==> config.mk <==
export PLATFORM = sky130hd
export DESIGN_NAME = write_buffer
export DESIGN_NICKNAME = d
export VERILOG_FILES = /design/src/dcache_pkg.sv /design/src/write_buffer.sv
export VERILOG_INCLUDE_DIRS = /design/src
export SDC_FILE = /design/constraint.sdc
export NUM_CORES = 1
export LEC_CHECK = 0
export BUFFER_PORTS_ARGS = -buffer_cell sky130_fd_sc_hd__buf_2
export CORE_MARGIN = 2
export CORE_UTILIZATION = 45
export CTS_CLUSTER_SIZE = 28
export DETAILED_ROUTE_END_ITERATION = 12
export REMOVE_ABC_BUFFERS = 1
export SLEW_MARGIN = 40
export SYNTH_ARGS = -nofsm -noshare
export SYNTH_HDL_FRONTEND = slang
export SYNTH_SLANG_ARGS = --single-unit
==> constraint.sdc <==
create_clock -name clk_i -period 9.1 [get_ports clk_i]
set_input_delay 1.82 -clock clk_i [delete_from_list [all_inputs] [get_ports clk_i]]
set_output_delay 1.82 -clock clk_i [all_outputs]
set_load 0.05 [all_outputs]
==> src/dcache_settings.svh <==
`ifndef DCACHE_SETTINGS_SVH
`define DCACHE_SETTINGS_SVH

// cpu side widths
`define DC_ADDR_W 32
`define DC_DATA_W 32

// cache geometry
`define DC_OFFSET_W 2       // word offset within a line
`define DC_INDEX_W 4        // 16 sets
`define DC_NUM_WAYS 4

// what is left of the word address once index and offset are taken
`define DC_TAG_W (`DC_ADDR_W - 2 - `DC_INDEX_W - `DC_OFFSET_W)
`define DC_LINE_W (`DC_DATA_W << `DC_OFFSET_W)

// write buffer, 8 entries
`define DC_WB_DEPTH_LOG2 3

`endif

==> src/dcache_pkg.sv <==
`include "dcache_settings.svh"

package dcache_pkg;

    typedef logic [`DC_TAG_W-1:0] tag_t;
    typedef logic [`DC_INDEX_W-1:0] index_t;
    typedef logic [`DC_OFFSET_W-1:0] offset_t;
    typedef logic [`DC_DATA_W-1:0] word_t;
    typedef logic [`DC_DATA_W/8-1:0] word_sel_t;
    typedef logic [`DC_LINE_W-1:0] line_t;
    typedef logic [`DC_LINE_W/8-1:0] line_sel_t;
    typedef logic [`DC_TAG_W+`DC_INDEX_W-1:0] line_addr_t;
    typedef logic [$clog2(`DC_NUM_WAYS)-1:0] way_idx_t;

    // word address, byte bits dropped
    typedef struct packed {
        tag_t    tag;
        index_t  index;
        offset_t offset;
    } addr_t;

    typedef struct packed {
        logic      we;
        addr_t     addr;
        word_sel_t sel;
        word_t     wdata;
    } cpu_req_t;

    // one line per transfer
    typedef struct packed {
        logic       we;
        line_addr_t addr;
        line_sel_t  sel;
        line_t      wdata;
    } mem_req_t;

    typedef struct packed {
        addr_t     addr;
        word_sel_t sel;
        word_t     wdata;
    } wb_entry_t;

    typedef enum logic [2:0] {IDLE, LOOKUP, WAIT_DRAIN, WAIT_REFILL, INSTALL} ctrl_state_e;
    typedef enum logic [1:0] {MEM_IDLE, MEM_READ, MEM_WRITE} mem_state_e;

endpackage

==> src/write_buffer.sv <==
`timescale 1ns/100ps
`include "dcache_settings.svh"

module write_buffer #(
    parameter int unsigned DEPTH_LOG2 = `DC_WB_DEPTH_LOG2
) (
    input  logic                  clk_i,
    input  logic                  rstn_i,
    input  logic                  push_i,
    input  dcache_pkg::wb_entry_t entry_i,
    input  logic                  pop_i,
    output dcache_pkg::wb_entry_t head_o,
    output logic                  empty_o,
    output logic                  full_o
);

    dcache_pkg::wb_entry_t fifo_mem [2**DEPTH_LOG2];
    logic [DEPTH_LOG2:0]   wr_ptr_q;     // top bit is the wrap flag
    logic [DEPTH_LOG2:0]   rd_ptr_q;

    always_ff @(posedge clk_i) begin
        if (!rstn_i) begin
            wr_ptr_q <= '0;
            rd_ptr_q <= '0;
        end else begin
            if (push_i) wr_ptr_q <= wr_ptr_q + 1'b1;
            if (pop_i) rd_ptr_q <= rd_ptr_q + 1'b1;
        end
    end

    always_ff @(posedge clk_i) begin
        if (push_i) begin
            fifo_mem[wr_ptr_q[DEPTH_LOG2-1:0]] <= entry_i;
        end
    end

    assign head_o = fifo_mem[rd_ptr_q[DEPTH_LOG2-1:0]];
    assign empty_o = wr_ptr_q == rd_ptr_q;
    // same slot, different lap
    assign full_o = (wr_ptr_q[DEPTH_LOG2] != rd_ptr_q[DEPTH_LOG2])
                 && (wr_ptr_q[DEPTH_LOG2-1:0] == rd_ptr_q[DEPTH_LOG2-1:0]);

endmodule

==> run metrics <==
Core Region=roughly 0.044 mm2; routed length per placed instance=around 24 um; CP max stage delay=~560 ps; setup repair bufs after CTS=0; fraction of layout cells with a size suffix above 1=between 40% and 50%; # resized after CTS=0; slack of the critical path=between 3000 and 4000 ps; Synth cell types=23; Area contributors post-synth=edfxtp_1 78%, mux4_2 15%, mux2_2 3.7%; commonest non-fill, non-tap cell in the layout=edfxtp_1; Slew Limit Fails=0; DR vias=slightly below 9,000; VDD IR max=between 100 and 150 uV; non-filler cells, final=between 1,500 and 2,000; leading area contributor after synthesis=edfxtp_1; Hold-fix buffers, CTS=0; die width=around 220 um; Most common cell on crit path=buf_16; DP HPWL=between 15,000 and 20,000 um; CP max stage cell=mux4_2; post-layout util=approximately 53%; unrepaired setup endpoints after global routing=false; htree depth=2; CTS max path bufs=3; CP Class=flop to primary output; worst-path fanout max=52; fin crit period=roughly 5100 ps; drt total wl=approximately 38,000 um; worst relative slew slack=a little under half; CP delay by family, top=buffers and inverters; kind of end point of the critical path=primary output; R2R Setup Slk=around 6500 ps; Tot GR Track Use=16.7%; CTS Sinks=about 540; r2r endpoint=fifo_mem[7][4]; Setup crit end=head_o[63]; Static Leak=7.44 nW; # DRC=0; P per Cell Area=between 200 and 250 mW/mm2; Final #Nets=about 1,100; initial antenna violation count=5; Final ANT Viol Nets=0; largest net degree at the start of global routing=67; area grow syn2layout=15.7%; Startpoint Class=flop; Setup Viol. Count Final=0; I/O Pins=138; max cap viols=0; TNS Setup=0 ps; Yosys top cell area share=approximately four fifths; Ys Warns=0; synthesized instance count=819; vias in the first global route=between 9,000 and 10,000; Clock transition at path regs=approximately 60 ps; Initial Util=45.7%; Vias/cell=5.37; most frequent cells in the layout=528 x edfxtp_1, 137 x buf_2, 132 x mux4_2; TritonCTS Buffers=54; drt first pass iters=5; CTS tree=built; required time of the worst setup path=roughly 7300 ps; post-synthesis sequential area ratio=roughly four fifths; final hold vios=0; input/output buffers=137; total die area=0.0468 mm2; Syn Std Cell Area=0.0203 mm2; Synth Area per Inst=between 20 and 25 um2; initial DRC count=648; fmax=roughly 200 MHz; crit share post-route=a little under three fifths; CP cell instances=buf_12, buf_16, buf_16, mux4_2, mux2_2, buf_2; hold path startpoint=wr_ptr_q[3]; Worst Hold Class=flop to flop; clk root buf=clkbuf_16; synthesis-stage register bit count=~540; placed insts=roughly 1,500; Slew @ Worst Pin=806 ps; reg-to-reg critical path startpoint=wr_ptr_q[0]; gr ovfl total=0; Crit path depth=6; Clock Skews=13.7 ps; outcome=finished, final reports clean; Clock Latency Late Sink=590 ps; Fin Hold WS=510 ps; Die H=~220 um; dpl ws=approximately 4500 ps; GPL Wtd Cong=approximately 0.66; placement row count=77; CP Buf/Inv Count=4; Worst Path Arrival=3300 ps; Worst R2R Path Depth=4; global-route wire length before repair=a little under 60,000 um
[Yosys cell counts]
cell type  count
a21boi_0       1
and2_1         6
buf_1          1
buf_2         13
buf_6          9
clkbuf_1      16
dfxtp_1       11
edfxtp_1     528
ha_1           2
mux2_2        66
mux2i_1        2
mux4_2       132
nand2_1        4
nand2b_1       3
nand3_1        1
nand4_1        1
nor2_1         7
nor2b_1        3
nor3_1         2
o21ai_0        1
or3_1          1
xnor2_1        7
xor2_1         2
[per-stage QoR]
stage	power (mW)	instance area [um2]
3_3_place_gp	3.43	21700
6_report	5.43	23500
3_5_place_dp	3.44	21900
5_1_grt	5.62	23500
2_1_floorplan	3.30	20100
4_1_cts	5.49	23500
[flip-flops by register name, indices dropped and copies added, names as in the netlist, named ones only]
name,cells
fifo_mem,528
rd_ptr_q,4
wr_ptr_q,4
[cell families (layout without fill, tap and decap cells)]
group	count (synthesis)	in the layout	share of synthesized area [%]
buffers and inverters	39	258	1.13
adder cells (fa/ha/maj)	2	2	0.123
flip-flops	539	539	79.2
AO/OA/AOI/OAI	2	2	0.0616
XOR/XNOR	9	9	0.388
AND/OR/NAND/NOR	28	28	0.709
other	0	2	0
multiplexers	200	200	18.4
[layout make-up]
class / instances / area [um2]
well taps: 592 / 741
diodes: 2 / 5.00
clock inverters: 30 / 208
clock buffers: 68 / 1430
fillers: 3392 / 20900
flip-flops and latches: 539 / 16100
repair buffers: 160 / 975
multi-input cells: 241 / 4050
[report_power, final]
group	leakage [nW]	internal (mW)	total, mW	switching, mW
combinational	1.75	0.197	0.557	0.360
clock	0.802	1.18	2.05	0.869
sequential	4.89	2.79	2.82	0.0244
total	7.44	4.17	5.43	1.25
[worst min path at each step]
stage,end,slack (ps),cells after the start
after CTS,wr_ptr_q[3],510,2
final,wr_ptr_q[3],510,2
after global placement,wr_ptr_q[3],500,2
after global routing,wr_ptr_q[3],560,2
after detailed placement,wr_ptr_q[3],500,2
after floorplan,wr_ptr_q[3],480,2
[tightest hold or removal path, cell delays in order (launching register included)]
cell      delay (ps)
dfxtp_1          320
o21ai_0           70
a21boi_0          70
[per-layer routing]
layer / GRT usage [%] / up-vias / share of wire [%]
met5: 0 / - / 0.11
met4: 4.38 / 6 / 1.7
met3: 4.08 / 64 / 5.5
met2: 26.5 / 190 / 48
met1: 23.5 / 4639 / 45
li1: - / 3861 / -
(Power assumes the default switching activity.)
