==> src/dcache_settings.svh <==
`ifndef DCACHE_SETTINGS_SVH
`define DCACHE_SETTINGS_SVH

// cpu side widths
`define DC_ADDR_W 32
`define DC_DATA_W 32

// cache geometry
`define DC_OFFSET_W 2       // word offset within a line
`define DC_INDEX_W 4        // 16 sets
`define DC_NUM_WAYS 4

// what is left of the word address once index and offset are taken
`define DC_TAG_W (`DC_ADDR_W - 2 - `DC_INDEX_W - `DC_OFFSET_W)
`define DC_LINE_W (`DC_DATA_W << `DC_OFFSET_W)

// write buffer, 8 entries
`define DC_WB_DEPTH_LOG2 3

`endif

==> src/dcache_pkg.sv <==
`include "dcache_settings.svh"

package dcache_pkg;

    typedef logic [`DC_TAG_W-1:0] tag_t;
    typedef logic [`DC_INDEX_W-1:0] index_t;
    typedef logic [`DC_OFFSET_W-1:0] offset_t;
    typedef logic [`DC_DATA_W-1:0] word_t;
    typedef logic [`DC_DATA_W/8-1:0] word_sel_t;
    typedef logic [`DC_LINE_W-1:0] line_t;
    typedef logic [`DC_LINE_W/8-1:0] line_sel_t;
    typedef logic [`DC_TAG_W+`DC_INDEX_W-1:0] line_addr_t;
    typedef logic [$clog2(`DC_NUM_WAYS)-1:0] way_idx_t;

    // word address, byte bits dropped
    typedef struct packed {
        tag_t    tag;
        index_t  index;
        offset_t offset;
    } addr_t;

    typedef struct packed {
        logic      we;
        addr_t     addr;
        word_sel_t sel;
        word_t     wdata;
    } cpu_req_t;

    // one line per transfer
    typedef struct packed {
        logic       we;
        line_addr_t addr;
        line_sel_t  sel;
        line_t      wdata;
    } mem_req_t;

    typedef struct packed {
        addr_t     addr;
        word_sel_t sel;
        word_t     wdata;
    } wb_entry_t;

    typedef enum logic [2:0] {IDLE, LOOKUP, WAIT_DRAIN, WAIT_REFILL, INSTALL} ctrl_state_e;
    typedef enum logic [1:0] {MEM_IDLE, MEM_READ, MEM_WRITE} mem_state_e;

endpackage

==> src/plru_replace.sv <==
`timescale 1ns/100ps
`include "dcache_settings.svh"

module plru_replace (
    input  logic                 clk_i,
    input  logic                 rstn_i,
    input  logic                 update_i,
    input  dcache_pkg::index_t   index_i,
    input  dcache_pkg::way_idx_t access_way_i,
    output dcache_pkg::way_idx_t victim_way_o
);

    localparam int unsigned NUM_SETS = 2 ** `DC_INDEX_W;

    // [0] root, [1] picks between ways 0/1, [2] between ways 2/3
    logic [2:0] tree_q [NUM_SETS];
    logic [2:0] cur_bits;
    logic [2:0] next_bits;

    assign cur_bits = tree_q[index_i];
    assign victim_way_o = {cur_bits[0], cur_bits[0] ? cur_bits[2] : cur_bits[1]};

    // point every bit on the path away from the accessed way
    always_comb begin
        next_bits = cur_bits;
        next_bits[0] = ~access_way_i[1];
        if (access_way_i[1]) begin
            next_bits[2] = ~access_way_i[0];
        end else begin
            next_bits[1] = ~access_way_i[0];
        end
    end

    always_ff @(posedge clk_i) begin
        if (!rstn_i) begin
            tree_q <= '{default: '0};
        end else if (update_i) begin
            tree_q[index_i] <= next_bits;
        end
    end

endmodule

==> config.mk <==
export PLATFORM = sky130hd
export DESIGN_NAME = plru_replace
export DESIGN_NICKNAME = d
export VERILOG_FILES = /design/src/dcache_pkg.sv /design/src/plru_replace.sv
export VERILOG_INCLUDE_DIRS = /design/src
export SDC_FILE = /design/constraint.sdc
export NUM_CORES = 1
export LEC_CHECK = 0
export ABC_CLOCK_PERIOD_IN_PS = 3300
export BUFFER_PORTS_ARGS = -buffer_cell sky130_fd_sc_hd__buf_2
export CAP_MARGIN = 15
export CORE_MARGIN = 3
export CORE_UTILIZATION = 60
export CTS_BUF_LIST = sky130_fd_sc_hd__clkbuf_2 sky130_fd_sc_hd__clkbuf_4 sky130_fd_sc_hd__clkbuf_8
export DETAILED_ROUTE_END_ITERATION = 8
export PLACE_DENSITY = 0.84
export SLEW_MARGIN = 15
export SYNTH_ARGS = -nofsm -noshare
export SYNTH_HDL_FRONTEND = slang
export SYNTH_SLANG_ARGS = --single-unit
export TNS_END_PERCENT = 50
==> constraint.sdc <==
create_clock -name clk_i -period 3.3 [get_ports clk_i]
set_clock_uncertainty 0.05 [all_clocks]
set_input_delay 0.33 -clock clk_i [delete_from_list [all_inputs] [get_ports clk_i]]
set_output_delay 0.33 -clock clk_i [all_outputs]
set_load 0.005 [all_outputs]
==> results.md <==
- DIE HEIGHT: 66.7 um
- Status: completed
- Via count of the first global-routing pass: 1763
- Layout cell share with drive strength beyond 1: 0.130
- Cell area after technology mapping: 2210 um^2
- Min-delay worst type: input port to flop
- Number of enable-type register cells in the synthesized netlist: 0
- Final worst hold slack: 0.457 ns
- Number of endpoints failing setup at the final stage: 0
- Registers with the highest flip-flop counts: tree_q (48)
- Synthesized area per cell: 9.40 um^2
- Arrival time worst endpoint: 2.15 ns
- Share of power burned in registers: 0.527
- Shortest period the worst path allows: 2.53 ns
- Buffers inserted during post-CTS setup optimization: 0
- Filler instances: 255
- Number of top-level pins: 11
- Data required time of the critical path: 2.92 ns
- Count of routing violations after the opening detailed-route iteration: 303
- Std-Cell Core Area: 3440 um^2
- Worst path most repeated cell: buf_2
- Final Util: 0.676
- Placement Rows: 21
- Overflow after GRT: 0
- Wire length after detailed routing: 5040 um
- Synthesized netlist net count: 244
- Flip-flop count of the largest register after layout: 48
- Actual transition at the worst max-transition pin: 0.717 ns
- Final number of max-transition violations: 0
- Clock slew at reported path FFs: 0.08 ns
- Instance count of the mapped netlist: 235
- Clock latency on the worst-skew pair: 0.30 ns
- Diode insertion count for antenna repair: 0
- Most common cell after layout, fill and taps aside: dfxtp_1
- Crit share post-route: 0.768
- Via count: 1856
- Number of warnings printed during yosys synthesis: 0
- CP startpoint kind: input port
- Dominant register cell in the synthesized netlist: dfxtp_1
- Antenna violations before repair: 0
- Ratio of total power to cell area: 488 nW/um^2
- Number of buffer and inverter instances along the worst setup path: 2
- Peak VDD IR: 198 uV
- RSZ-0062 raised after global routing: no
- Total Die Area: 4440 um^2
- TritonCTS clock tree: built
- Maximum fanout encountered on the critical timing path: 25
- Overall die width: 66.7 um
- Total negative slack: 0 ns
- Final Hold Viols: 0
- Estimated wirelength of the detail-placed design: 3290 um
- Global-route usage over all layers: 0.248
- Worst path top cell family by delay: multiplexers
- Normalized max-slew margin: 0.522
- Cells along the critical path: buf_2 > mux4_2 > nor2b_1 > a211oi_1 > a21oi_1 > mux2i_1 > buf_2
- Initial cell density of the core: 0.642
- Maximum number of pins on one net before global-route repair: 49
- Slowest-stage cell, CP: mux4_2
- Stage delay of the slowest cell on the critical path: 0.58 ns
- Leak pwr: 1.07 nW
- Routed wirelength normalized by instance count: 17.7 um
- Top register by number of flip-flops: tree_q
- Flops & latches, synth: 48
- Highest attainable clock frequency: 395 MHz
- Final GP Congestion: 0.774
- Number of instances resized during post-cts repair: 0
- Number of port buffers: 10
- Number of nets in the layout: 247
- Min setup slack post-route: 0.766 ns
- Proportion of power drawn by the clock network: 0.375
- Synth area leaders: dfxtp_1, a21oi_1, o211a_1
- Fraction of synthesized cell area taken by the top area cell type: 0.435
- Switching share of power: 0.238
- Number of distinct library cells after synthesis: 32
- Sequential element share of the synthesized area: 0.435
- Comb pwr share: 0.098
- Capturing element type of the critical path: output pin
- Worst slack at placement: 0.759 ns
- Clock H-tree levels: 2
- DRT Pass-1 Iters: 5
- Global-route wire length before repair: 8230 um
- Clock sink total: 48
- Post-detailed-route count of antenna-violating nets: 0
- Clock root buffer: clkbuf_8
- Vias per inst: 6.51
- Switching power total: 0.000271 W
- Cell internal pwr: 0.000865 W
- Top cell type by total area after synthesis: dfxtp_1
- Commonest non-fill, non-tap cells in the layout: dfxtp_1, a21oi_1, o21ai_0
- Layout Area Growth over Synthesis: 5.44%
- Cts bufs inserted: 5
- # hold bufs at CTS: 0
- Maximum Capacitance Violations: 0
- Clock tree buffer depth: 2
- Async set-or-reset flop fraction in the synthesized netlist: 0
- WS Path Type: input port to output pin
- Remaining routing DRC violations: 0
## cells by family (layout without fill, tap and decap cells)
kind of cell | after synthesis | in the layout | synth area share
and+or+nand+nor | 53 | 53 | 0.113
buffers and inverters | 15 | 19 | 0.0465
AOI/OAI and AO/OA | 98 | 98 | 0.286
muxes | 21 | 21 | 0.119
DFF | 48 | 48 | 0.435
## final timing paths
| kind | to | cells past startpoint | slack (ns) | start |
|---|---|---|---|---|
| worst max-delay path | victim_way_o[0] | 7 | 0.77 | index_i[0] |
| worst min-delay path | tree_q[13]$_SDFFE_PN0P_ | 3 | 0.46 | access_way_i[0] |
| worst max register to register | tree_q[11]$_SDFFE_PN0P_ | 5 | 1.55 | tree_q[14]$_SDFFE_PN0P_ |
| worst min register to register | tree_q[0]$_SDFFE_PN0P_ | 1 | 0.46 | tree_q[0]$_SDFFE_PN0P_ |
## cell type report
| cell class | count | area [um^2] | share of cell area |
|---|---|---|---|
| clock buffers | 6 | 76.3 | 0.0328 |
| clock inverters | 2 | 35.0 | 0.0150 |
| repair buffers | 10 | 50.0 | 0.0215 |
| multi-input cells | 172 | 1140 | 0.492 |
| well taps | 46 | 57.6 | 0.0247 |
| flip-flops and latches | 48 | 961 | 0.413 |
| inverters | 1 | 3.75 | 0.00161 |
## metrics by stage
step,area [um^2],total power [W],std cells
5_1_grt,2330,0.00117,285
3_5_place_dp,2220,0.000720,277
6_report,2330,0.00114,285
2_1_floorplan,2210,0.000699,235
4_1_cts,2330,0.00114,285
3_3_place_gp,2220,0.000717,277
## Yosys cell counts, drive strengths merged, types with 2 or more instances
cell,instances
a211oi,3
a21oi,36
a22oi,5
and2,2
buf,7
clkbuf,7
dfxtp,48
mux2,2
mux2i,15
mux4,4
nand2,18
nand2b,2
nand3,3
nand3b,2
nor2,19
nor2b,3
o211a,16
o21ai,32
## power groups by stage
stage          Combinational (W)  Clock, W  Sequential, W
6_report                0.000112  0.000426       0.000598
5_1_grt                 0.000121  0.000451       0.000599
4_1_cts                 0.000110  0.000428       0.000598
3_5_place_dp            0.000108         0       0.000611
3_3_place_gp            0.000107         0       0.000611
2_1_floorplan          0.0000896         0       0.000609
## routing by layer
| layer | GRT usage | up-vias | wire length, um | share of wire |
|---|---|---|---|---|
| met5 | 0 | - | 0 | 0 |
| met4 | 0.114 | 0 | 133 | 0.026 |
| met3 | 0.0540 | 15 | 377 | 0.075 |
| met2 | 0.397 | 91 | 2370 | 0.47 |
| met1 | 0.318 | 882 | 2160 | 0.43 |
| li1 | - | 868 | - | - |
## worst min-delay path, cell delays in order
cell,delay (ns)
buf_2,0.10
o32a_2,0.25
a21oi_1,0.08
No activity file was read; power rests on OpenSTA's default activity.
