**config.mk**
```make
export PLATFORM = sky130hd
export DESIGN_NAME = mem_port
export DESIGN_NICKNAME = d
export VERILOG_FILES = /design/src/dcache_pkg.sv /design/src/mem_port.sv
export VERILOG_INCLUDE_DIRS = /design/src
export SDC_FILE = /design/constraint.sdc
export NUM_CORES = 1
export LEC_CHECK = 0
export BUFFER_PORTS_ARGS = -buffer_cell sky130_fd_sc_hd__buf_2
export CORE_AREA = 2 2 208 210
export CTS_BUF_LIST = sky130_fd_sc_hd__clkbuf_16
export CTS_CLUSTER_DIAMETER = 150
export DETAILED_ROUTE_END_ITERATION = 16
export DIE_AREA = 0 0 210 212
export GPL_TIMING_DRIVEN = 0
export PLACE_DENSITY_LB_ADDON = 0.25
export SYNTH_ARGS = -nofsm -noshare
export SYNTH_HDL_FRONTEND = slang
export SYNTH_SLANG_ARGS = --single-unit
```
**constraint.sdc**
```tcl
create_clock -name clk_i -period 15.05 [get_ports clk_i]
set_clock_uncertainty 0.15 [all_clocks]
set_input_delay 2.2575 -clock clk_i [delete_from_list [all_inputs] [get_ports clk_i]]
set_output_delay 2.2575 -clock clk_i [all_outputs]
set_load 0.02 [all_outputs]
```
**src/dcache_settings.svh**
```systemverilog
`ifndef DCACHE_SETTINGS_SVH
`define DCACHE_SETTINGS_SVH

// cpu side widths
`define DC_ADDR_W 32
`define DC_DATA_W 32

// cache geometry
`define DC_OFFSET_W 2       // word offset within a line
`define DC_INDEX_W 4        // 16 sets
`define DC_NUM_WAYS 4

// what is left of the word address once index and offset are taken
`define DC_TAG_W (`DC_ADDR_W - 2 - `DC_INDEX_W - `DC_OFFSET_W)
`define DC_LINE_W (`DC_DATA_W << `DC_OFFSET_W)

// write buffer, 8 entries
`define DC_WB_DEPTH_LOG2 3

`endif

```
**src/dcache_pkg.sv**
```systemverilog
`include "dcache_settings.svh"

package dcache_pkg;

    typedef logic [`DC_TAG_W-1:0] tag_t;
    typedef logic [`DC_INDEX_W-1:0] index_t;
    typedef logic [`DC_OFFSET_W-1:0] offset_t;
    typedef logic [`DC_DATA_W-1:0] word_t;
    typedef logic [`DC_DATA_W/8-1:0] word_sel_t;
    typedef logic [`DC_LINE_W-1:0] line_t;
    typedef logic [`DC_LINE_W/8-1:0] line_sel_t;
    typedef logic [`DC_TAG_W+`DC_INDEX_W-1:0] line_addr_t;
    typedef logic [$clog2(`DC_NUM_WAYS)-1:0] way_idx_t;

    // word address, byte bits dropped
    typedef struct packed {
        tag_t    tag;
        index_t  index;
        offset_t offset;
    } addr_t;

    typedef struct packed {
        logic      we;
        addr_t     addr;
        word_sel_t sel;
        word_t     wdata;
    } cpu_req_t;

    // one line per transfer
    typedef struct packed {
        logic       we;
        line_addr_t addr;
        line_sel_t  sel;
        line_t      wdata;
    } mem_req_t;

    typedef struct packed {
        addr_t     addr;
        word_sel_t sel;
        word_t     wdata;
    } wb_entry_t;

    typedef enum logic [2:0] {IDLE, LOOKUP, WAIT_DRAIN, WAIT_REFILL, INSTALL} ctrl_state_e;
    typedef enum logic [1:0] {MEM_IDLE, MEM_READ, MEM_WRITE} mem_state_e;

endpackage

```
**src/mem_port.sv**
```systemverilog
`timescale 1ns/100ps
`include "dcache_settings.svh"

module mem_port (
    input  logic                  clk_i,
    input  logic                  rstn_i,
    input  logic                  refill_req_i,
    input  dcache_pkg::addr_t     refill_addr_i,
    output logic                  refill_done_o,
    output dcache_pkg::line_t     refill_line_o,
    input  logic                  wb_empty_i,
    input  dcache_pkg::wb_entry_t wb_head_i,
    output logic                  wb_pop_o,
    output logic                  mem_stb_o,
    output dcache_pkg::mem_req_t  mem_req_o,
    input  logic                  mem_ack_i,
    input  dcache_pkg::line_t     mem_rdata_i
);

    dcache_pkg::mem_state_e state_q;
    logic                   stb_q;
    logic                   done_q;
    dcache_pkg::mem_req_t   req_q;
    dcache_pkg::line_t      line_q;
    logic                   refill_go;
    dcache_pkg::mem_req_t   read_req;
    dcache_pkg::mem_req_t   write_req;

    // request is still up during the done pulse, don't start it again
    assign refill_go = refill_req_i && !done_q;
    assign wb_pop_o = state_q == dcache_pkg::MEM_IDLE && !refill_go && !wb_empty_i;

    always_comb begin
        read_req = '0;
        read_req.addr = {refill_addr_i.tag, refill_addr_i.index};
        read_req.sel = '1;
        write_req.we = 1'b1;
        write_req.addr = {wb_head_i.addr.tag, wb_head_i.addr.index};
        write_req.sel = dcache_pkg::line_sel_t'(wb_head_i.sel)
                        << (wb_head_i.addr.offset * (`DC_DATA_W/8));
        write_req.wdata = dcache_pkg::line_t'(wb_head_i.wdata)
                          << (wb_head_i.addr.offset * `DC_DATA_W);
    end

    always_ff @(posedge clk_i) begin
        if (!rstn_i) begin
            state_q <= dcache_pkg::MEM_IDLE;
            stb_q <= 1'b0;
            done_q <= 1'b0;
        end else begin
            done_q <= 1'b0;
            case (state_q)
                dcache_pkg::MEM_IDLE: begin
                    if (refill_go) begin        // refill ahead of drains
                        state_q <= dcache_pkg::MEM_READ;
                        stb_q <= 1'b1;
                    end else if (!wb_empty_i) begin
                        state_q <= dcache_pkg::MEM_WRITE;
                        stb_q <= 1'b1;
                    end
                end
                dcache_pkg::MEM_READ: begin
                    if (mem_ack_i) begin
                        state_q <= dcache_pkg::MEM_IDLE;
                        stb_q <= 1'b0;
                        done_q <= 1'b1;
                    end
                end
                dcache_pkg::MEM_WRITE: begin
                    if (mem_ack_i) begin
                        state_q <= dcache_pkg::MEM_IDLE;
                        stb_q <= 1'b0;
                    end
                end
                default: state_q <= dcache_pkg::MEM_IDLE;
            endcase
        end
    end

    always_ff @(posedge clk_i) begin
        if (state_q == dcache_pkg::MEM_IDLE) begin
            req_q <= refill_go ? read_req : write_req;   // held while stb is up
        end
        if (state_q == dcache_pkg::MEM_READ && mem_ack_i) begin
            line_q <= mem_rdata_i;
        end
    end

    assign mem_stb_o = stb_q;
    assign mem_req_o = req_q;
    assign refill_done_o = done_q;
    assign refill_line_o = line_q;

endmodule

```
==> impl_metrics.env <==
export IMPL_status="complete, no violations"
export IMPL_power_leakage_uw=0.00712
export IMPL_muxShareOfSynthArea_pct=0
export IMPL_hpwl_microns=27500
export IMPL_detail_route_antenna_nets=0
export IMPL_rows=76
export IMPL_post_cts_setup_buffers=0
export IMPL_place_congestion=0.764
export IMPL_hp_start="mem_stb_o"
export IMPL_multi_input_area_sq_um=1440
export IMPL_n_fill_cell=4166
export IMPL_synth_edff_count=301
export IMPL_clock_sinks=305
export IMPL_cp_required_ps=12640
export IMPL_gr_total_overflow=0
export IMPL_async_flop_share_pct=0
export IMPL_drt_wl_total_microns=36900
export IMPL_core_area_sq_um=42500
export IMPL_grt_max_degree=71
export IMPL_synthCells=607
export IMPL_clock_path_buffers=3
export IMPL_die_area_sq_um=44500
export IMPL_final_setup_tns_ps=0
export IMPL_synth_warnings=0
export IMPL_period_needed_ps=5690
export IMPL_hold_viol=0
export IMPL_via_per_inst=4.24
export IMPL_layout_setup_ws_ps=9360
export IMPL_critical_path_startpoint_type="primary input"
export IMPL_cts_max_level=2
export IMPL_slew_viol_final=0
export IMPL_die_h_microns=212
export IMPL_synth_simple_area_share_pct=12.6
export IMPL_synth_top_family_by_area="simple AND/OR/NAND/NOR gates"
export IMPL_reg2reg_slack_ps=13000
export IMPL_rsz0062_at_grt="false"
export IMPL_synth_cell_types=28
export IMPL_synth_compound_area_share_pct=0.431
export IMPL_crit_type="in -> out"
export IMPL_portBuffers=530
export IMPL_cts_root_buf="clkbuf_16"
export IMPL_cts_hold_buf=0
export IMPL_worst_pin_slew_ps=843
export IMPL_synthFlopType="edfxtp_1"
export IMPL_fin_total_pwr_uw=2380
export IMPL_max_clock_freq_mhz=176
export IMPL_grt_usage_pct=15.8
export IMPL_synth_fp_nets=838
export IMPL_place_area_sq_um=14200
export IMPL_vias=7416
export IMPL_grt_pass1_wl_microns=50600
export IMPL_die_w_microns=210
export IMPL_syn_area_sq_um=10700
export IMPL_max_slew_margin_pct=43.8
export IMPL_end_kind="output pin"
export IMPL_finish_utilization_pct=36.4
export IMPL_drt_iter0_markers=455
export IMPL_wire_per_inst_microns=21.1
export IMPL_power_density_nw_per_um2=154
export IMPL_regArea_sq_um=9120
export IMPL_finalSetupViolCount=0
export IMPL_drcViolationCount=0
export IMPL_synth_fa_ha_area_share_pct=0.233
export IMPL_vdd_drop_max_uv=72.2
export IMPL_crit_fanout=10
export IMPL_synth_area_per_cell_sq_um=17.7
export IMPL_synthXorXnorAreaFrac_pct=0
export IMPL_cts_resized_gates=0
export IMPL_path_clk_slew_ps=50
export IMPL_dp_slack_ps=9300
export IMPL_cts_tree="built"
export IMPL_ios=533
export IMPL_finalCritPeriodShare_pct=37.8
export IMPL_arrival_ps=3280
export IMPL_synth_yosys_seq_area_share_pct=84.9
export IMPL_hold_path_class="reg -> reg"
export IMPL_final_nets=1410
export IMPL_numCtsBuffers=36
export IMPL_grt_antenna_before_repair=7
export IMPL_crit_path_start="refill_req_i"
export IMPL_final_common_cell="buf_2"
export IMPL_final_area_sq_um=15500
export IMPL_synth_seq_cells=305
export IMPL_grt_pass1_vias=7370
export IMPL_r2r_start="state_q[0]"
export IMPL_drive_above_1_share_pct=51.3
export IMPL_start_util_pct=25.3
export IMPL_timing_max_cap_violations=0
export IMPL_syn_to_final_growth_pct=44.0
export IMPL_firstDrtPassIters=5
export IMPL_insertion_delay_ps=520
export IMPL_final_cell_mix="buf_2, edfxtp_1, nand2_1, and3_1, clkbuf_16"
-- report_power, final --
part | internal [uW] | switching (uW) | leakage (uW) | total (uW)
Combinational | 107 | 263 | 0.00342 | 370
Clock | 579 | 352 | 0.000635 | 930
Sequential | 1050 | 24.5 | 0.00307 | 1080
-- cell usage after synthesis (2+ instances only) --
cell type  number  area share [%]
ha_1            2            0.23
and3_1         91             5.3
nand2_1       115             4.0
a21oi_1         2           0.093
and2b_4         2            0.19
buf_6           6            0.63
and3_2          6            0.42
and2_1         33             1.9
clkbuf_1       11            0.38
inv_1           4            0.14
buf_4           4            0.28
buf_2           7            0.33
dfxtp_1         4            0.75
edfxtp_1      301              84
nand3_1         6            0.28
-- path summary, 6_finish.rpt --
kind	to	depth (start not counted)
min reg2reg	mem_stb_o	2
max	wb_pop_o	7
max reg2reg	mem_req_o[21]	3
min	mem_stb_o	2
-- worst max-delay path, stage by stage --
cell and delay, ps:
buf_2 100, nor2b_4 130, inv_4 130, buf_4 220, nand2_1 110, nor2_1 140, buf_2 200
-- flip-flops by register name (all words and copies together), names as in the netlist --
register / cells
mem_stb_o: 1
refill_done_o: 1
refill_line_o: 128
mem_req_o: 173
state_q: 2
-- cell type report --
class	count	area share [%]
diodes	1	0.0162
plain buffers	30	1.18
clock buffers	38	6.15
clock inverters	25	2.04
inverters	5	0.137
multi-input cells	267	9.28
flip-flops and latches	305	58.9
well taps	546	4.42
repair buffers	534	17.9
-- metal layers --
metal	track usage (%)	vias up	share of wire (%)
li1	-	3396	-
met1	18.1	3588	38
met2	26.7	357	50
met3	6.59	65	9.4
met4	5.45	10	2.8
met5	0	-	0.17
-- kinds of logic (layout without fill, tap and decap cells) --
group	count (synthesis)	in the layout
AO/OA/AOI/OAI	7	7
AND/OR/NAND/NOR	258	258
adder cells (fa/ha/maj)	2	2
flip-flops	305	305
other	0	1
buffers and inverters	35	632
-- metrics by stage --
stage	instances	hold WS (ps)
after floorplan	607	340
after global placement	1683	327
after detailed placement	1687	338
after CTS	1750	346
after global routing	1750	415
final	1751	339
(Power assumes the default switching activity.)
