File: config.mk
export PLATFORM = sky130hd
export DESIGN_NAME = cache_ctrl
export DESIGN_NICKNAME = d
export VERILOG_FILES = /design/src/dcache_pkg.sv /design/src/cache_ctrl.sv
export VERILOG_INCLUDE_DIRS = /design/src
export SDC_FILE = /design/constraint.sdc
export NUM_CORES = 1
export LEC_CHECK = 0
export ABC_AREA = 1
export BUFFER_PORTS_ARGS = -buffer_cell sky130_fd_sc_hd__buf_2
export CAP_MARGIN = 20
export CELL_PAD_IN_SITES_DETAIL_PLACEMENT = 2
export CELL_PAD_IN_SITES_GLOBAL_PLACEMENT = 2
export CORE_AREA = 3 3 252 254
export DETAILED_ROUTE_END_ITERATION = 8
export DIE_AREA = 0 0 255 257
export GPL_TIMING_DRIVEN = 0
export PLACE_DENSITY = 0.58
export SLEW_MARGIN = 20
export SYNTH_ARGS = -nofsm -noshare
export SYNTH_HDL_FRONTEND = slang
export SYNTH_SLANG_ARGS = --single-unit
File: constraint.sdc
create_clock -name clk_i -period 5.3 [get_ports clk_i]
set_input_delay 1.325 -clock clk_i [delete_from_list [all_inputs] [get_ports clk_i]]
set_output_delay 1.325 -clock clk_i [all_outputs]
set_load 0.1 [all_outputs]
File: src/dcache_settings.svh
`ifndef DCACHE_SETTINGS_SVH
`define DCACHE_SETTINGS_SVH

// cpu side widths
`define DC_ADDR_W 32
`define DC_DATA_W 32

// cache geometry
`define DC_OFFSET_W 2       // word offset within a line
`define DC_INDEX_W 4        // 16 sets
`define DC_NUM_WAYS 4

// what is left of the word address once index and offset are taken
`define DC_TAG_W (`DC_ADDR_W - 2 - `DC_INDEX_W - `DC_OFFSET_W)
`define DC_LINE_W (`DC_DATA_W << `DC_OFFSET_W)

// write buffer, 8 entries
`define DC_WB_DEPTH_LOG2 3

`endif

File: src/dcache_pkg.sv
`include "dcache_settings.svh"

package dcache_pkg;

    typedef logic [`DC_TAG_W-1:0] tag_t;
    typedef logic [`DC_INDEX_W-1:0] index_t;
    typedef logic [`DC_OFFSET_W-1:0] offset_t;
    typedef logic [`DC_DATA_W-1:0] word_t;
    typedef logic [`DC_DATA_W/8-1:0] word_sel_t;
    typedef logic [`DC_LINE_W-1:0] line_t;
    typedef logic [`DC_LINE_W/8-1:0] line_sel_t;
    typedef logic [`DC_TAG_W+`DC_INDEX_W-1:0] line_addr_t;
    typedef logic [$clog2(`DC_NUM_WAYS)-1:0] way_idx_t;

    // word address, byte bits dropped
    typedef struct packed {
        tag_t    tag;
        index_t  index;
        offset_t offset;
    } addr_t;

    typedef struct packed {
        logic      we;
        addr_t     addr;
        word_sel_t sel;
        word_t     wdata;
    } cpu_req_t;

    // one line per transfer
    typedef struct packed {
        logic       we;
        line_addr_t addr;
        line_sel_t  sel;
        line_t      wdata;
    } mem_req_t;

    typedef struct packed {
        addr_t     addr;
        word_sel_t sel;
        word_t     wdata;
    } wb_entry_t;

    typedef enum logic [2:0] {IDLE, LOOKUP, WAIT_DRAIN, WAIT_REFILL, INSTALL} ctrl_state_e;
    typedef enum logic [1:0] {MEM_IDLE, MEM_READ, MEM_WRITE} mem_state_e;

endpackage

File: src/cache_ctrl.sv
`timescale 1ns/100ps
`include "dcache_settings.svh"

module cache_ctrl (
    input  logic                  clk_i,
    input  logic                  rstn_i,
    input  logic                  cpu_stb_i,
    input  dcache_pkg::cpu_req_t  cpu_req_i,
    output logic                  cpu_ack_o,
    output dcache_pkg::word_t     cpu_rdata_o,
    output logic                  store_re_o,
    output dcache_pkg::index_t    store_index_o,
    output logic                  store_we_o,
    output logic                  store_install_o,
    output dcache_pkg::way_idx_t  store_way_o,
    output dcache_pkg::tag_t      store_tag_o,
    output dcache_pkg::line_t     store_wline_o,
    output dcache_pkg::line_sel_t store_wsel_o,
    input  logic                  hit_i,
    input  dcache_pkg::way_idx_t  hit_way_i,
    input  dcache_pkg::line_t     hit_line_i,
    output logic                  plru_update_o,
    output dcache_pkg::index_t    plru_index_o,
    output dcache_pkg::way_idx_t  plru_way_o,
    input  dcache_pkg::way_idx_t  victim_way_i,
    output logic                  wb_push_o,
    output dcache_pkg::wb_entry_t wb_entry_o,
    input  logic                  wb_full_i,
    input  logic                  wb_empty_i,
    output logic                  refill_req_o,
    output dcache_pkg::addr_t     refill_addr_o,
    input  logic                  refill_done_i,
    input  dcache_pkg::line_t     refill_line_i
);

    dcache_pkg::ctrl_state_e state_q;
    dcache_pkg::ctrl_state_e state_d;
    dcache_pkg::cpu_req_t    req_q;
    logic                    in_idle;
    logic                    write_go;
    logic                    read_hit;
    logic                    install;
    dcache_pkg::way_idx_t    access_way;
    dcache_pkg::line_t       merge_line;
    dcache_pkg::line_sel_t   merge_sel;

    assign in_idle = state_q == dcache_pkg::IDLE;
    assign write_go = state_q == dcache_pkg::LOOKUP && req_q.we && !wb_full_i;
    assign read_hit = state_q == dcache_pkg::LOOKUP && !req_q.we && hit_i;
    assign install = state_q == dcache_pkg::INSTALL;

    always_ff @(posedge clk_i) begin
        if (!rstn_i) begin
            state_q <= dcache_pkg::IDLE;
        end else begin
            state_q <= state_d;
        end
    end

    always_ff @(posedge clk_i) begin
        if (in_idle && cpu_stb_i) begin
            req_q <= cpu_req_i;
        end
    end

    always_comb begin
        state_d = state_q;
        case (state_q)
            dcache_pkg::IDLE: begin
                if (cpu_stb_i) state_d = dcache_pkg::LOOKUP;
            end
            dcache_pkg::LOOKUP: begin
                if (req_q.we) begin
                    if (!wb_full_i) state_d = dcache_pkg::IDLE;    // hit or miss, no allocate
                end else if (hit_i) begin
                    state_d = dcache_pkg::IDLE;
                end else begin
                    state_d = dcache_pkg::WAIT_DRAIN;
                end
            end
            // memory has to see every older store before the refill
            dcache_pkg::WAIT_DRAIN: begin
                if (wb_empty_i) state_d = dcache_pkg::WAIT_REFILL;
            end
            dcache_pkg::WAIT_REFILL: begin
                if (refill_done_i) state_d = dcache_pkg::INSTALL;
            end
            default: state_d = dcache_pkg::IDLE;
        endcase
    end

    // word and byte selects moved to their slot in the line
    assign merge_line = dcache_pkg::line_t'(req_q.wdata) << (req_q.addr.offset * `DC_DATA_W);
    assign merge_sel = dcache_pkg::line_sel_t'(req_q.sel) << (req_q.addr.offset * (`DC_DATA_W/8));
    assign access_way = install ? victim_way_i : hit_way_i;

    assign store_re_o = in_idle && cpu_stb_i;
    assign store_index_o = in_idle ? cpu_req_i.addr.index : req_q.addr.index;
    assign store_we_o = (write_go && hit_i) || install;
    assign store_install_o = install;
    assign store_way_o = access_way;
    assign store_tag_o = req_q.addr.tag;     // compare tag as well
    assign store_wline_o = install ? refill_line_i : merge_line;
    assign store_wsel_o = install ? '1 : merge_sel;

    assign plru_update_o = (write_go && hit_i) || read_hit || install;
    assign plru_index_o = req_q.addr.index;
    assign plru_way_o = access_way;

    assign wb_push_o = write_go;
    assign wb_entry_o = '{addr: req_q.addr, sel: req_q.sel, wdata: req_q.wdata};

    assign refill_req_o = state_q == dcache_pkg::WAIT_REFILL;
    assign refill_addr_o = req_q.addr;

    // early restart, answer straight from the returned line
    assign cpu_ack_o = write_go || read_hit || install;
    assign cpu_rdata_o = install ? refill_line_i[req_q.addr.offset * `DC_DATA_W +: `DC_DATA_W]
                                 : hit_line_i[req_q.addr.offset * `DC_DATA_W +: `DC_DATA_W];

endmodule

==> flow_summary.ini <==
[floorplanning]
core-area_mm2 = 0.0615
io_pins = 649
die_h_um = 257
start_util = 0.118
die_w_um = 255
rows = 91
dieArea_mm2 = 0.0655

[timing]
timing.hold.ws_ns = 0.698
fin_skew_ns = 0.0127
relSlewSlack = 0.333
setup_violations = 0
rsz0062_at_grt = no
fin_ws_ns = 0.902
slew_viol_final = 0
fmax_mhz = 227
finalHoldViolCount = 0
period_share = 0.830
layout_min_cycle_time_ns = 4.40
worstMarginPinSlew_ns = 1.00

[critical_path]
cp_cell_sequence = buf_2 -> clkbuf_1 -> clkbuf_1 -> nand3_1 -> nand2_1 -> buf_2
worstPathMaxFanout = 10
cp-startpoint = refill_addr_o[1]$_DFFE_PP_
setup.worst_path.class = reg2out
crit_path_end_kind = primary output
arrival_ns = 3.07
startpoint_type = flip-flop
crit_required_ns = 3.97
crit_path_top_delay_cell = clkbuf_1
r2r-start = state_q[0]$_SDFFE_PN0P_
cp_slowest_stage_delay_ns = 0.68

[cells_and_area]
area_growth_pct = 63.3
drive_gt1_frac = 0.498
stdcell_count = 2516
fillers = 7521
final_common_cell = buf_2
nets = 2052
layout_common_cells = buf_2 (700), nand3_1 (327), nand2_1 (249)

[run]
maxCapViolCount = 0

[clock_network]
holdBufCountCts = 0
cts.path.max_buffers = 2
ctsHtreeMaxLevel = 3
clk_latency_ns = 0.39
cts_tree = yes
cts-resized-gates = 0
numCtsBuffers = 9
cts.sinks = 70
cts_root_buf = clkbuf_16
cts_setup_buffers = 0
path_clk_slew_ns = 0.07

[run_status]
status = complete, no violations

[drt]
vias = 10883
first_pass_iters = 5
drt_iter0_markers = 453
drc = 0
ant_nets = 0
avgViaCountPerCell = 4.33
drt-total-wl_um = 68600
wire_per_inst_um = 27.3

[power]
p_per_area_mw_per_mm2 = 465
leakagePower_uw = 0.00620
vdd_drop_max_uv = 219

[grt]
gr-usage-all-layers = 0.203
grt_pass1_vias = 12250
overflow = 0
grt_pass1_wl_um = 93700
grt_max_degree = 21
antenna_found_initial = 10

[placement]
hpwl_um = 56500
dp_cells = 2497
place_ws_ns = 1.27
io_buffers = 648
place_congestion = 0.858

[worst_hold_path]
min_from = req_q[66]$_DFFE_PP_
hold_path_class = reg2reg

[yosys]
ys_seq_elements = 70
syn_inst = 1056
syn_nets = 1390
ys_seq_area_frac = 0.285
synth.distinct_cells = 19
synth.cell_area_mm2 = 0.00728
syn_area_per_cell_um2 = 6.89
yosysWarnings = 0
final cells by class:
type                       count  area [µm²]  area share
clock inverter                 7        57.6     0.00484
inverter                      15        56.3     0.00474
sequential                    70        2070       0.174
buffer                       229        1410       0.119
timing repair buffer         651        3320       0.279
multi-input combinational    742        3750       0.316
tap                          790         988      0.0831
clock buffer                   9         225      0.0189
antenna                        3        7.51    0.000631
cell families after synthesis:
family | Yosys count | share of synthesized area
flops | 70 | 0.285
compound gates | 147 | 0.145
buf+inv | 244 | 0.201
simple gates | 591 | 0.363
mux | 4 | 0.00619
metrics by stage:
step	util	TNS, ns	cell area (µm²)	total power [µW]
finish	0.193	0	11900	5530
global route	0.193	0	11900	5750
CTS	0.193	0	11900	5620
detailed placement	0.189	0	11600	4920
global placement	0.187	-1.52	11500	4870
floorplan	-	0	7290	3910
worst paths after layout:
path | end | slack (ns) | cells after the start
worst max register to register | wb_entry_o[19]$_DFFE_PP_ | 2.66 | 6
worst min register to register | state_q[1]$_SDFFE_PN0P_ | 0.70 | 3
worst max-delay path | cpu_rdata_o[26] | 0.90 | 6
worst min-delay path | state_q[1]$_SDFFE_PN0P_ | 0.70 | 3
flip-flops by register name, summed over array words and instances, names as in the netlist:
signal	count
refill_addr_o	2
state_q	3
plru_index_o	4
wb_entry_o	36
req_q	1
store_tag_o	24
synth_stat cells (all sizes together):
library cell,instances,area share
clkbuf,38,0.020
inv,15,0.0077
a21oi,2,0.0014
nor2,12,0.0072
nor3,2,0.0014
buf,191,0.17
dfxtp,3,0.0083
o31ai,128,0.13
nand2,250,0.13
nand3,327,0.22
o21ai,17,0.012
mux2,4,0.0062
edfxtp,67,0.28
per-layer routing:
metal	up-vias	global-route usage	routed length, µm
met3	64	0.0435	3880
met2	424	0.383	36300
li1	4963	-	-
met4	8	0.0459	1210
met5	-	0	56
met1	5424	0.231	27200
critical path, delay by kind of cell (launching register included):
kind	cells	cell delay, ns
buffers and inverters	4	1.82
flip-flops	1	0.44
AND/OR/NAND/NOR	2	0.41
report_power, final:
group / total [µW] / switching, µW / internal, µW
clock: 669 / 345 / 325
sequential: 791 / 78.8 / 712
combinational: 4070 / 3390 / 681
total: 5530 / 3810 / 1720
(Power assumes the default switching activity.)
